[config.mk]
export PLATFORM = sky130hd
export DESIGN_NAME = timer_subsystem
export DESIGN_NICKNAME = d
export VERILOG_FILES = /design/src/hdl/mmio_pkg.sv /design/src/hdl/mmio_decoder.sv /design/src/hdl/timer_device.sv /design/src/hdl/interrupt_controller.sv /design/src/hdl/timer_subsystem.sv
export SDC_FILE = /design/constraint.sdc
export NUM_CORES = 1
export LEC_CHECK = 0
export BUFFER_PORTS_ARGS = -buffer_cell sky130_fd_sc_hd__clkbuf_2
export CORE_MARGIN = 8
export CORE_UTILIZATION = 35
export CTS_CLUSTER_SIZE = 8
export DETAILED_ROUTE_END_ITERATION = 8
export MAX_ROUTING_LAYER = met4
export PLACE_DENSITY = 0.51
export SKIP_LAST_GASP = 1
export SYNTH_ARGS = -nofsm -noshare
export SYNTH_HDL_FRONTEND = slang
export SYNTH_HIERARCHICAL = 1
export SYNTH_SLANG_ARGS = --single-unit
[constraint.sdc]
create_clock -name sys_clk -period 6.4 [get_ports sys_clk]
set_clock_uncertainty 0.1 [all_clocks]
set_input_delay 0.64 -clock sys_clk [delete_from_list [all_inputs] [get_ports sys_clk]]
set_output_delay 0.64 -clock sys_clk [all_outputs]
set_load 0.01 [all_outputs]
[src/hdl/mmio_pkg.sv]
`default_nettype none

package mmio_pkg;

    // ====================
    // Address map
    // ====================

    localparam int TIMER_COUNT    = 4;
    localparam int REG_PER_DEVICE = 4;

    // Word registers above the two byte-offset bits
    localparam int DEV_SEL_LSB = $clog2(REG_PER_DEVICE) + 2;
    localparam int DEV_IDX_W   = $clog2(TIMER_COUNT);

    // Timers first, bus error on top
    localparam int INT_SOURCES = TIMER_COUNT + 1;
    localparam int INT_VEC_W   = $clog2(INT_SOURCES);

    // ====================
    // Basic types
    // ====================

    typedef logic [31:0]          data_t;
    typedef logic [31:0]          addr_t;
    typedef logic [3:0]           strobe_t;
    typedef logic [1:0]           reg_idx_t;
    typedef logic [INT_VEC_W-1:0] int_vec_t;

    // Index 3 is reserved
    localparam reg_idx_t REG_VALUE   = 2'd0;
    localparam reg_idx_t REG_COMPARE = 2'd1;
    localparam reg_idx_t REG_CONTROL = 2'd2;

    typedef enum logic [1:0] {
        BYTE,
        HALF_WORD,
        WORD
    } access_width_e;

    // ====================
    // Bus structs
    // ====================

    typedef struct packed {
        logic          write;
        logic          read;
        addr_t         address;
        data_t         data;
        access_width_e width;
    } mmio_req_t;

    typedef struct packed {
        logic  done;
        logic  error;
        data_t data;
    } mmio_rsp_t;

    typedef struct packed {
        logic     write;
        logic     read;
        reg_idx_t reg_idx;
        data_t    data;
        strobe_t  strobe;
    } dev_req_t;

endpackage : mmio_pkg

`default_nettype wire

[src/hdl/mmio_decoder.sv]
`default_nettype none

module mmio_decoder (
    input  wire                                           sys_clk,
    input  wire                                           rst_n_i,

    // CPU side
    input  wire mmio_pkg::mmio_req_t                      req_i,
    output mmio_pkg::mmio_rsp_t                           rsp_o,

    // Device side
    output mmio_pkg::dev_req_t                            dev_req_o,
    output logic [mmio_pkg::TIMER_COUNT-1:0]              timer_sel_o,
    input  wire mmio_pkg::data_t [mmio_pkg::TIMER_COUNT-1:0] dev_rdata_i,

    output logic                                          bus_error_o
);

    import mmio_pkg::*;

    logic                 access;
    logic                 dev_mapped;
    logic                 reg_mapped;
    logic                 hit;
    logic [DEV_IDX_W-1:0] dev_idx;
    reg_idx_t             reg_idx;
    strobe_t              strobe;

    // ====================
    // Address split
    // ====================

    assign access  = req_i.write | req_i.read;
    assign dev_idx = req_i.address[DEV_SEL_LSB +: DEV_IDX_W];
    assign reg_idx = req_i.address[3:2];

    // Whole upper field is checked, not just the index bits
    assign dev_mapped = (req_i.address >> DEV_SEL_LSB) < addr_t'(TIMER_COUNT);
    assign reg_mapped = reg_idx <= REG_CONTROL;
    assign hit        = access & dev_mapped & reg_mapped;

    // Byte lanes from access width
    always_comb begin
        case (req_i.width)
            WORD:      strobe = 4'b1111;
            HALF_WORD: strobe = 4'b0011 << {req_i.address[1], 1'b0};
            BYTE:      strobe = 4'b0001 << req_i.address[1:0];
            default:   strobe = '0;
        endcase
    end

    // Broadcast request, one-hot select
    always_comb begin
        dev_req_o.write   = req_i.write;
        dev_req_o.read    = req_i.read;
        dev_req_o.reg_idx = reg_idx;
        dev_req_o.data    = req_i.data;
        dev_req_o.strobe  = strobe;

        for (int i = 0; i < TIMER_COUNT; i++) begin
            timer_sel_o[i] = hit & (dev_idx == DEV_IDX_W'(i));
        end
    end

    // ====================
    // Response
    // ====================

    always_ff @(posedge sys_clk or negedge rst_n_i) begin
        if (!rst_n_i) begin
            rsp_o <= '0;
        end else begin
            rsp_o.done  <= access;
            rsp_o.error <= access & !(dev_mapped & reg_mapped);

            if (hit & req_i.read) begin
                rsp_o.data <= dev_rdata_i[dev_idx];
            end else begin
                rsp_o.data <= '0;
            end
        end
    end

    // Error pulse lines up with done
    assign bus_error_o = rsp_o.error;

endmodule : mmio_decoder

`default_nettype wire

[src/hdl/timer_device.sv]
`default_nettype none

module timer_device (
    input  wire                     sys_clk,
    input  wire                     rst_n_i,

    input  wire mmio_pkg::dev_req_t dev_req_i,
    input  wire                     sel_i,
    output mmio_pkg::data_t         rdata_o,

    output logic                    fire_o
);

    import mmio_pkg::*;

    data_t value_q;
    data_t compare_q;
    logic  enable_q;
    logic  wr_en;
    logic  match;

    // Merge write data into a word, lane by lane
    function automatic data_t merge_bytes(
        input data_t   old_word,
        input data_t   new_word,
        input strobe_t strb
    );
        data_t merged;

        merged = old_word;
        for (int b = 0; b < 4; b++) begin
            if (strb[b]) begin
                merged[b*8 +: 8] = new_word[b*8 +: 8];
            end
        end
        return merged;
    endfunction

    assign wr_en = sel_i & dev_req_i.write;
    assign match = enable_q & (value_q == compare_q);

    // ====================
    // Counter and registers
    // ====================

    always_ff @(posedge sys_clk or negedge rst_n_i) begin
        if (!rst_n_i) begin
            value_q   <= '0;
            compare_q <= '0;
            enable_q  <= 1'b0;
            fire_o    <= 1'b0;
        end else begin
            fire_o <= match;

            // One-shot: stop and rewind on match
            if (match) begin
                value_q  <= '0;
                enable_q <= 1'b0;
            end else if (enable_q) begin
                value_q <= value_q + 1'b1;
            end

            // Bus write has the last word
            if (wr_en) begin
                case (dev_req_i.reg_idx)
                    REG_VALUE:   value_q   <= merge_bytes(value_q, dev_req_i.data,
                                                          dev_req_i.strobe);
                    REG_COMPARE: compare_q <= merge_bytes(compare_q, dev_req_i.data,
                                                          dev_req_i.strobe);
                    REG_CONTROL: begin
                        if (dev_req_i.strobe[0]) begin
                            enable_q <= dev_req_i.data[0];
                        end
                    end
                    default: ;
                endcase
            end
        end
    end

    // Read word for the addressed register
    always_comb begin
        case (dev_req_i.reg_idx)
            REG_VALUE:   rdata_o = value_q;
            REG_COMPARE: rdata_o = compare_q;
            REG_CONTROL: rdata_o = {31'b0, enable_q};
            default:     rdata_o = '0;
        endcase
    end

endmodule : timer_device

`default_nettype wire

[src/hdl/interrupt_controller.sv]
`default_nettype none

module interrupt_controller (
    input  wire                               sys_clk,
    input  wire                               rst_n_i,

    input  wire [mmio_pkg::INT_SOURCES-1:0]   source_i,

    input  wire                               ack_i,
    output logic                              irq_o,
    output mmio_pkg::int_vec_t                vector_o
);

    import mmio_pkg::*;

    logic [INT_SOURCES-1:0] pending_q;
    logic [INT_SOURCES-1:0] clear_mask;

    // ====================
    // Priority encoder
    // ====================

    // Descending scan so the lowest pending index wins
    always_comb begin
        vector_o = '0;
        for (int i = INT_SOURCES - 1; i >= 0; i--) begin
            if (pending_q[i]) begin
                vector_o = int_vec_t'(i);
            end
        end
    end

    assign irq_o = |pending_q;

    // Ack retires only the presented source
    always_comb begin
        clear_mask = '0;
        if (ack_i) begin
            clear_mask[vector_o] = 1'b1;
        end
    end

    // ====================
    // Pending register
    // ====================

    // A new pulse beats a same-cycle ack
    always_ff @(posedge sys_clk or negedge rst_n_i) begin
        if (!rst_n_i) begin
            pending_q <= '0;
        end else begin
            pending_q <= (pending_q & ~clear_mask) | source_i;
        end
    end

endmodule : interrupt_controller

`default_nettype wire

[src/hdl/timer_subsystem.sv]
`default_nettype none

module timer_subsystem (
    input  wire                      sys_clk,
    input  wire                      rst_n_i,

    // Memory-mapped bus
    input  wire mmio_pkg::mmio_req_t req_i,
    output mmio_pkg::mmio_rsp_t      rsp_o,

    // Interrupt to the CPU
    output logic                     irq_o,
    input  wire                      irq_ack_i,
    output mmio_pkg::int_vec_t       irq_vector_o
);

    import mmio_pkg::*;

    dev_req_t                      dev_req;
    logic     [TIMER_COUNT-1:0]    timer_sel;
    data_t    [TIMER_COUNT-1:0]    timer_rdata;
    logic     [TIMER_COUNT-1:0]    timer_fire;
    logic                          bus_error;

    mmio_decoder u_decoder (
        .sys_clk     ( sys_clk     ),
        .rst_n_i     ( rst_n_i     ),
        .req_i       ( req_i       ),
        .rsp_o       ( rsp_o       ),
        .dev_req_o   ( dev_req     ),
        .timer_sel_o ( timer_sel   ),
        .dev_rdata_i ( timer_rdata ),
        .bus_error_o ( bus_error   )
    );

    // ====================
    // Timer row
    // ====================

    for (genvar i = 0; i < TIMER_COUNT; i++) begin : gen_timer
        timer_device u_timer (
            .sys_clk   ( sys_clk        ),
            .rst_n_i   ( rst_n_i        ),
            .dev_req_i ( dev_req        ),
            .sel_i     ( timer_sel[i]   ),
            .rdata_o   ( timer_rdata[i] ),
            .fire_o    ( timer_fire[i]  )
        );
    end

    // Bus error is the highest source index
    interrupt_controller u_intc (
        .sys_clk  ( sys_clk                 ),
        .rst_n_i  ( rst_n_i                 ),
        .source_i ( {bus_error, timer_fire} ),
        .ack_i    ( irq_ack_i               ),
        .irq_o    ( irq_o                   ),
        .vector_o ( irq_vector_o            )
    );

endmodule : timer_subsystem

`default_nettype wire

Word-level counts from Yosys, hierarchy flattened
Index checks and enable logic that the tools add are counted.

Latch bits: 0. Bits in writable memories: 0. Memories kept: 0. Input bits: 71. Output and inout bits: 38. Flip-flop bits (word level): 303. Word-level logic and storage cells: 177. Bits in read-only memories: 0.

Divide/modulo/power cells: 0. $add $sub $neg: 4. Reductions and logical operators: 22. Bitwise logic cells: 21. $lt $le $gt $ge: 5. Multiplexer cells: 52. Shift-type cells: 2. Equal/unequal tests: 27. $mul: 0.

Operator list (number): 2-to-1 mux 32 bit (18); case mux 32 bit (3 select lines) (4); adder 32 x 1 -> 32 bit, second input constant (4); equality test 32 bit (4); binary-select mux 32 bit (select 2 bit) (1); inequality test 3 bit, second input constant (16); AND reduction 3 bit (16); 2-to-1 mux 8 bit (4); < comparator 28 x 3 -> 1 bit, second input constant (1); AND 1 bit (17); 2-to-1 mux 1 bit (17); 2-to-1 mux 3 bit (5); case mux 4 bit (3 select lines) (1); equality test 2 bit, second input constant (4); equality test 2 x 1 -> 1 bit, second input constant (3); logical NOT 2 bit (3); AND 5 bit (1); 2-to-1 mux 5 bit (1); inverter 5 bit (1); OR 5 bit (1); OR reduction 5 bit (1); < comparator 3 x 4 -> 1 bit, second input constant (1); left shift 1 x 2 -> 4 bit, first input constant (1); left shift 2 x 2 -> 4 bit, first input constant (1); other kinds (7) (7).

Longest topological paths before layout
Gate-level depths: netlist of run 1.

Word-level depth: 13. Gate-level depth with buffers: 12.

Hierarchy
Netlist of run 1, hierarchy kept.

Modules (own cells, without submodules): timer_device (gen_timer[0].u_timer ...) (cells an instance 458, times used 3, area an instance 4471.8 um2, sequential area each 1651.6 um2); timer_device (gen_timer[3].u_timer) (cells an instance 460, times used 1, area an instance 4386.7 um2, sequential area each 1651.6 um2); mmio_decoder (cells an instance 182, times used 1, area an instance 2680.1 um2, sequential area each 850.8 um2); interrupt_controller (cells an instance 24, times used 1, area an instance 241.5 um2, sequential area each 125.1 um2).

Worst setup path after synthesis of run 1
OpenSTA, ideal clock, no wires.

Path type: in2reg. Start: input port req_i[51] (netlist name). End: register gen_timer[1].u_timer.compare_q[16]. Data arrival time: 2757 ps. Required time: 6175 ps. Slack: 3418 ps. Library setup time: 125 ps. Stages on the path: 7. Cells stage by stage: nor4_1 -> nand3_1 -> nor4_1 -> nand2_1 -> nor3b_1 -> nand2_2 -> mux2_2.

Longest elaborated chain between the ends: 6.

RTL lines: from (decl) (line timer_subsystem.sv:8) `input wire mmio_pkg::mmio_req_t req_i,`; < comparator 28 x 3 -> 1 bit (line mmio_decoder.sv:38) `assign dev_mapped = (req_i.address >> DEV_SEL_LSB) < addr_t'(TIMER_COUNT);`; AND 1 bit (2 in a row) (line mmio_decoder.sv:40) `assign hit = access & dev_mapped & reg_mapped;`; AND 1 bit (line mmio_decoder.sv:61) `timer_sel_o[i] = hit & (dev_idx == DEV_IDX_W'(i));`; named net timer_sel[1] (line timer_subsystem.sv:20) `logic [TIMER_COUNT-1:0] timer_sel;`; AND 1 bit (line timer_device.sv:39) `assign wr_en = sel_i & dev_req_i.write;`; AND reduction 3 bit (no line); to (signal assigned) (line timer_device.sv:68) `REG_COMPARE: compare_q <= merge_bytes(compare_q, dev_req_i.data,`; to (decl) (line timer_device.sv:17) `data_t compare_q;`.

The timed path passes the listed nets, and every way through them passes these cells. A chain may end at the register's enable or synchronous reset.

Final worst setup path of run 1
Start: input port req_i[37] (netlist name). End: register gen_timer[1].u_timer.value_q[9].

Longest elaborated chain between the ends: 5. Elaborated cells between the ends (all ways): 8. Classes of those cells: 1 x order compare; 1 x eq/ne; 2 x mux; 3 x bitwise; 1 x reduce/logical.

RTL lines: <= comparator 2 bit (*) (line mmio_decoder.sv:39) `assign reg_mapped = reg_idx <= REG_CONTROL;`; AND 1 bit (*) (line mmio_decoder.sv:40); AND 1 bit (*) (line mmio_decoder.sv:61); named net timer_sel[1] (line timer_subsystem.sv:20); AND 1 bit (*) (line timer_device.sv:39); inequality test 3 bit (no line) / 2-to-1 mux 32 bit (equally long branches); to (signal assigned) (line timer_device.sv:60) `value_q <= value_q + 1'b1;`; to (signal assigned) (line timer_device.sv:66) `REG_VALUE: value_q <= merge_bytes(value_q, dev_req_i.data,`; to (decl) (line timer_device.sv:16) `data_t value_q;`.

Mark *: on every way through the listed nets, which the timed path passes. The rest lies on a longest branch.

==> impl_metrics.csv, run 1 <==
group,metric,value,unit
power_and_ir_drop,power.switching_fraction,25.3,%
final_layout,layout-drive-gt1-share,22.6,%
setup_path,reg2reg_slack,2750,ps
power_and_ir_drop,power_density,196,nW/um2
place,hpwlAfterDp,54700,um
drt,avgViaCountPerCell,5.98,
clocking,cts_tree,"done",
power_and_ir_drop,design_power_total,4.39,mW
setup_path,cp-end-kind,"flip-flop",
synthesis,syn_nets,2114,
sta,rsz0062_at_grt,"no",
sta,hold_viol,0,
setup_path,start_kind,"input port",
global_route,track_usage,23.2,%
power_and_ir_drop,seqPwrFrac,43.7,%
setup_path,critPathBufInv,2,
clocking,clk_latency,580,ps
drt,drtPass1Iterations,5,
setup_path,max_stage_delay,650,ps
min_path,hold_end,"u_intc/pending_q[4]",
sta,slew_headroom,31.3,%
global_route,antenna_found_initial,10,
status,status,"finished clean",
global_route,use_met3,3.54,%
drt,wl,77700,um
min_path,min_from,"irq_ack_i",
global_route,grt_pass1_vias,16200,
drt,wl_per_cell,27.7,um
final_layout,fin_area,22400,um2
min_path,min_path_type,"in -> reg",
setup_path,reg2reg_depth,5,
sta,setup-violations-final,0,
place,dpl_cell_area,21200,um2
clocking,htree_levels,2,
global_route,gr-total-overflow,0,
power_and_ir_drop,power.internal,3.28,mW
floorplanning,core_area,58800,um2
setup_path,cp_top_family,"simple AND/OR/NAND/NOR gates",
sta,period_share,57.7,%
drt,post-route-drc-count,0,
clocking,cts_sinks,303,
sta,holdWs,214,ps
min_path,hold_depth,2,
power_and_ir_drop,switchingPower,1.11,mW
place,io_buffers,108,
floorplanning,die_w,259,um
global_route,use_met2,34.6,%
setup_path,reg2reg_to,"gen_timer[3].u_timer/value_q[5]",
clocking,cts.reportedPaths.clkPinSlew,50,ps
setup_path,path_cells,"buf_4, a211oi_2, nand4_4, nor4_1, nand2_1, or3_1, buf_4, nor2_1, o21ai_0, o21ai_0, a22o_1",
setup_path,crit_fanout,69,
setup_path,critPathSlowestCell,"or3_1",
floorplanning,die_area,67200,um2
sta,max_freq,0.271,GHz
floorplanning,std_cell_rows,89,
final_layout,area_growth,7.97,%
drt,ant_nets,0,
setup_path,crit_arrival,4090,ps
setup_path,path_class,"in -> reg",
setup_path,r2r-start,"gen_timer[3].u_timer/value_q[24]",
floorplanning,start_util,35.2,%
power_and_ir_drop,ir_drop,152,uV
drt,drtIter0Drc,1838,
global_route,grt_max_degree,155,
sta,tns,0,ps
synthesis,synth_cells,2039,
floorplanning,die_h,259,um
floorplanning,ios,109,
final_layout,fin_nets,2099,
global_route,use_met1,31.4,%
setup_path,critPathRequiredTime,6800,ps
power_and_ir_drop,leakagePower,9.81,nW
synthesis,synth_area_per_cell,10.2,um2
clocking,root_buffer,"clkbuf_16",
sta,slew_violations,0,
clocking,cts_buffers,44,
power_and_ir_drop,clockPowerShare,49.2,%
sta,finalCriticalPeriod,3690,ps
place,finalWeightedCongestion,0.919,
clocking,clockBufferDepth,3,
synthesis,syn-cell-area,20700,um2
sta,tightest_slew,1030,ps
synthesis,yosysWarnings,6,
power_and_ir_drop,p_comb_share,7.1,%
drt,num_vias,16800,
job,max_cap_viol_count,0,
global_route,grt_pass1_wl,114000,um
global_route,grt-busiest-layer,"met2",
clocking,cts_setup_buffers,0,
-- flip-flops by register name, indices dropped and copies added (netlist names) --
signal                       count
gen_timer.u_timer/value_q      128
u_decoder/bus_error_o            1
u_decoder/rsp_o                 33
gen_timer.u_timer/enable_q       4
gen_timer.u_timer/fire_o         4
u_intc/pending_q                 5
gen_timer.u_timer/compare_q    128
-- per-stage QoR --
stage	worst slack [ps]	cells	util, %
floorplan	3420	2039	-
global placement	2250	2750	36.0
detailed placement	2240	2750	36.0
CTS	2830	2804	38.0
global route	2460	2805	38.0
finish	2710	2805	38.0
-- power by group through the flow --
stage | logic (mW) | registers (mW) | clock network [mW]
2_1_floorplan | 0.152 | 1.95 | 0
3_3_place_gp | 0.311 | 1.95 | 0
3_5_place_dp | 0.311 | 1.95 | 0
4_1_cts | 0.312 | 1.92 | 2.20
5_1_grt | 0.325 | 1.92 | 2.28
6_report | 0.314 | 1.92 | 2.16
-- how the worst max path moves through the flow --
stage	from	to	slack, ps	cells past startpoint
final	req_i[37]	gen_timer[1].u_timer/value_q[9]	2710	11
after global routing	req_i[37]	gen_timer[1].u_timer/value_q[9]	2460	11
after CTS	req_i[37]	gen_timer[1].u_timer/value_q[9]	2830	11
after detailed placement	req_i[37]	gen_timer[1].u_timer/value_q[9]	2240	11
after global placement	req_i[37]	gen_timer[1].u_timer/value_q[12]	2250	11
after floorplan	req_i[51]	gen_timer[1].u_timer/compare_q[16]	3420	7
-- what timing repair did --
action | CTS | global route
gates resized for setup | 0 | 0
hold buffers | 1 | 0
hold endpoints to repair | 4 | 0
-- cell usage in the layout, fill, tap and decap left out, types with 24 or more instances in the layout --
master / n
nor3b_2: 30
o21ai_0: 80
a31oi_1: 24
nand3_1: 68
nand2_1: 126
nand4_1: 61
a22oi_1: 29
a21oi_1: 33
mux2i_1: 157
o22ai_1: 24
mux2_2: 131
xnor2_1: 92
nor2_1: 181
clkbuf_16: 45
dfrtp_1: 303
nor3_1: 39
clkbuf_2: 105
and2_1: 24
xor2_1: 68
and3_1: 29
-- layout make-up --
type	count	area, um2
Antenna cell	1	2.50
Clock buffer	50	1140
Clock inverter	3	47.5
Fill cell	5924	36400
Inverter	24	93.8
Multi-Input combinational cell	1521	11800
Sequential cell	303	7580
Tap cell	773	967
Timing Repair Buffer	130	742
-- routing by layer --
| metal | vias to the layer above | share of wire, % |
|---|---|---|
| met5 | - | 0 |
| met4 | 0 | 4.6 |
| met3 | 163 | 7.2 |
| met2 | 725 | 45 |
| met1 | 8504 | 44 |
| li1 | 7392 | - |
Power figures use the tool's default switching activity.
==> run 2: changes to the inputs <==
Settings changed: ABC_AREA from default to 1, PLACE_DENSITY 0.51 to 0.5.
Clock period 6.4 ns to 3.6 ns, I/O delays scaled along.
==> run 2 against run 1 <==
Highest routed layer unchanged. Sequential share of layout area down 2.2 points. Critical path type unchanged. Global-route usage increased by 1.8 points. Synthesized cell count up 50%. Largest cell class unchanged.
==> impl_metrics.csv, run 2 <==
group,metric,value,unit
sta,hold_viol,0,
setup_path,crit_fanout,11,
drt,wl_per_cell,22.3,um
synthesis,syn-cell-area,21800,um2
sta,tns,0,ps
setup_path,max_stage_delay,840,ps
clocking,clockBufferDepth,3,
place,io_buffers,108,
floorplanning,core_area,61600,um2
sta,slew_violations,0,
setup_path,cp-end-kind,"flip-flop",
setup_path,cp_top_family,"simple AND/OR/NAND/NOR gates",
drt,ant_nets,0,
setup_path,critPathBufInv,3,
global_route,grt_max_degree,73,
status,status,"finished clean",
global_route,antenna_found_initial,13,
setup_path,critPathSlowestCell,"o21ai_0",
sta,slew_headroom,26.9,%
clocking,cts_resized,0,
place,hpwlAfterDp,64500,um
floorplanning,ios,109,
final_layout,final_cell_mix,"nand2_1, nor2_1, inv_1",
drt,num_vias,20800,
floorplanning,die_area,70400,um2
global_route,grt_pass1_wl,130000,um
floorplanning,std_cell_rows,91,
final_layout,fin_nets,3152,
min_path,min_path_type,"in -> reg",
setup_path,path_class,"in -> reg",
final_layout,area_growth,9.86,%
clocking,clk_latency,590,ps
floorplanning,die_h,265,um
floorplanning,start_util,35.3,%
final_layout,final_common_cell,"nand2_1",
power_and_ir_drop,seqPwrFrac,43.7,%
power_and_ir_drop,power_density,327,nW/um2
clocking,htree_levels,2,
synthesis,yosysWarnings,6,
drt,wl,87800,um
global_route,grt_pass1_vias,20200,
setup_path,path_cells,"clkbuf_2, or2_2, o21ai_0, buf_4, inv_1, nor2_1, nand2_1, mux2_2",
power_and_ir_drop,leakagePower,11.2,nW
power_and_ir_drop,power.switching_fraction,26.3,%
sta,rsz0062_at_grt,"no",
global_route,track_usage,25.1,%
clocking,cts.reportedPaths.clkPinSlew,50,ps
clocking,cts_tree,"done",
drt,avgViaCountPerCell,5.29,
sta,finalCriticalPeriod,2700,ps
setup_path,critPathRequiredTime,3970,ps
clocking,cts_buffers,44,
sta,setup-violations-final,0,
floorplanning,die_w,265,um
clocking,cts_hold_buffers,3,
synthesis,syn_nets,3128,
place,finalWeightedCongestion,0.982,
final_layout,largestRegisters,"gen_timer.u_timer/compare_q (128), gen_timer.u_timer/value_q (128), u_decoder/rsp_o (33)",
setup_path,start_kind,"input port",
power_and_ir_drop,p_comb_share,7.2,%
final_layout,layout-drive-gt1-share,14.7,%
setup_path,crit_arrival,3070,ps
power_and_ir_drop,clockPowerShare,49.0,%
job,max_cap_viol_count,0,
power_and_ir_drop,switchingPower,2.06,mW
clocking,cts_setup_buffers,0,
power_and_ir_drop,ir_drop,284,uV
synthesis,synth_cells,3053,
global_route,gr-total-overflow,0,
power_and_ir_drop,power.internal,5.76,mW
synthesis,synth_area_per_cell,7.13,um2
sta,max_freq,0.371,GHz
drt,drtPass1Iterations,6,
sta,holdWs,117,ps
clocking,cts_sinks,303,
final_layout,post-route-util,38.8,%
clocking,root_buffer,"clkbuf_16",
sta,tightest_slew,1090,ps
sta,period_share,74.9,%
drt,drtIter0Drc,1775,
drt,post-route-drc-count,0,
==> run 2: layout make-up <==
type | instances | area, um2
antenna | 4 | 10.0
clock buffer | 53 | 1170
clock inverter | 2 | 17.5
fill | 6548 | 37700
inverter | 335 | 1260
multi-input combinational | 2238 | 11900
sequential | 303 | 7580
tap | 837 | 1050
timing repair buffer | 155 | 936
==> run 2: per-stage QoR <==
stage	cell area [um2]	cells	total power, mW	setup slack [ps]
after floorplan	21800	3053	3.71	1340
after global placement	22700	3865	4.03	326
after detailed placement	22700	3865	4.04	300
after CTS	23900	3923	7.91	918
after global routing	23900	3925	8.06	821
final	23900	3927	7.82	902
==> run 2: path summary, 6_finish.rpt <==
kind	from	end	slack [ps]	cells past startpoint
worst max-delay path	req_i[35]	gen_timer[2].u_timer/compare_q[2]	900	8
worst min register to register	gen_timer[1].u_timer/fire_o	u_intc/pending_q[1]	330	1
worst max register to register	gen_timer[3].u_timer/value_q[4]	gen_timer[3].u_timer/value_q[17]	1060	9
max in group asynchronous	rst_n_i	gen_timer[0].u_timer/value_q[17]	2030	3
worst min-delay path	req_i[67]	u_decoder/bus_error_o	120	3
min in group asynchronous	rst_n_i	gen_timer[2].u_timer/value_q[1]	280	2
==> run 2: metal layers <==
| layer | GRT usage (%) | up-vias | routed length [um] |
|---|---|---|---|
| li1 | - | 9804 | - |
| met1 | 31.7 | 10100 | 36800 |
| met2 | 39.9 | 776 | 41000 |
| met3 | 4.48 | 155 | 6610 |
| met4 | 9.28 | 0 | 3300 |
| met5 | - | - | 0 |
==> run 2: worst reg2reg max path, cell delays in order, from the launching register on <==
cell     delay (ps)
dfrtp_1         360
buf_4           170
xnor2_1         250
nand2_1          90
nor2_1          110
nand2_1          60
nor2_1          200
nand3_2         660
nand3_1         310
a21oi_1         100
==> run 2: power by group through the flow <==
stage / Sequential (mW) / Clock [mW] / Combinational (mW)
after global routing: 3.42 / 4.04 / 0.600
after detailed placement: 3.48 / 0 / 0.562
after global placement: 3.48 / 0 / 0.558
after CTS: 3.42 / 3.92 / 0.565
after floorplan: 3.48 / 0 / 0.232
final: 3.42 / 3.83 / 0.565
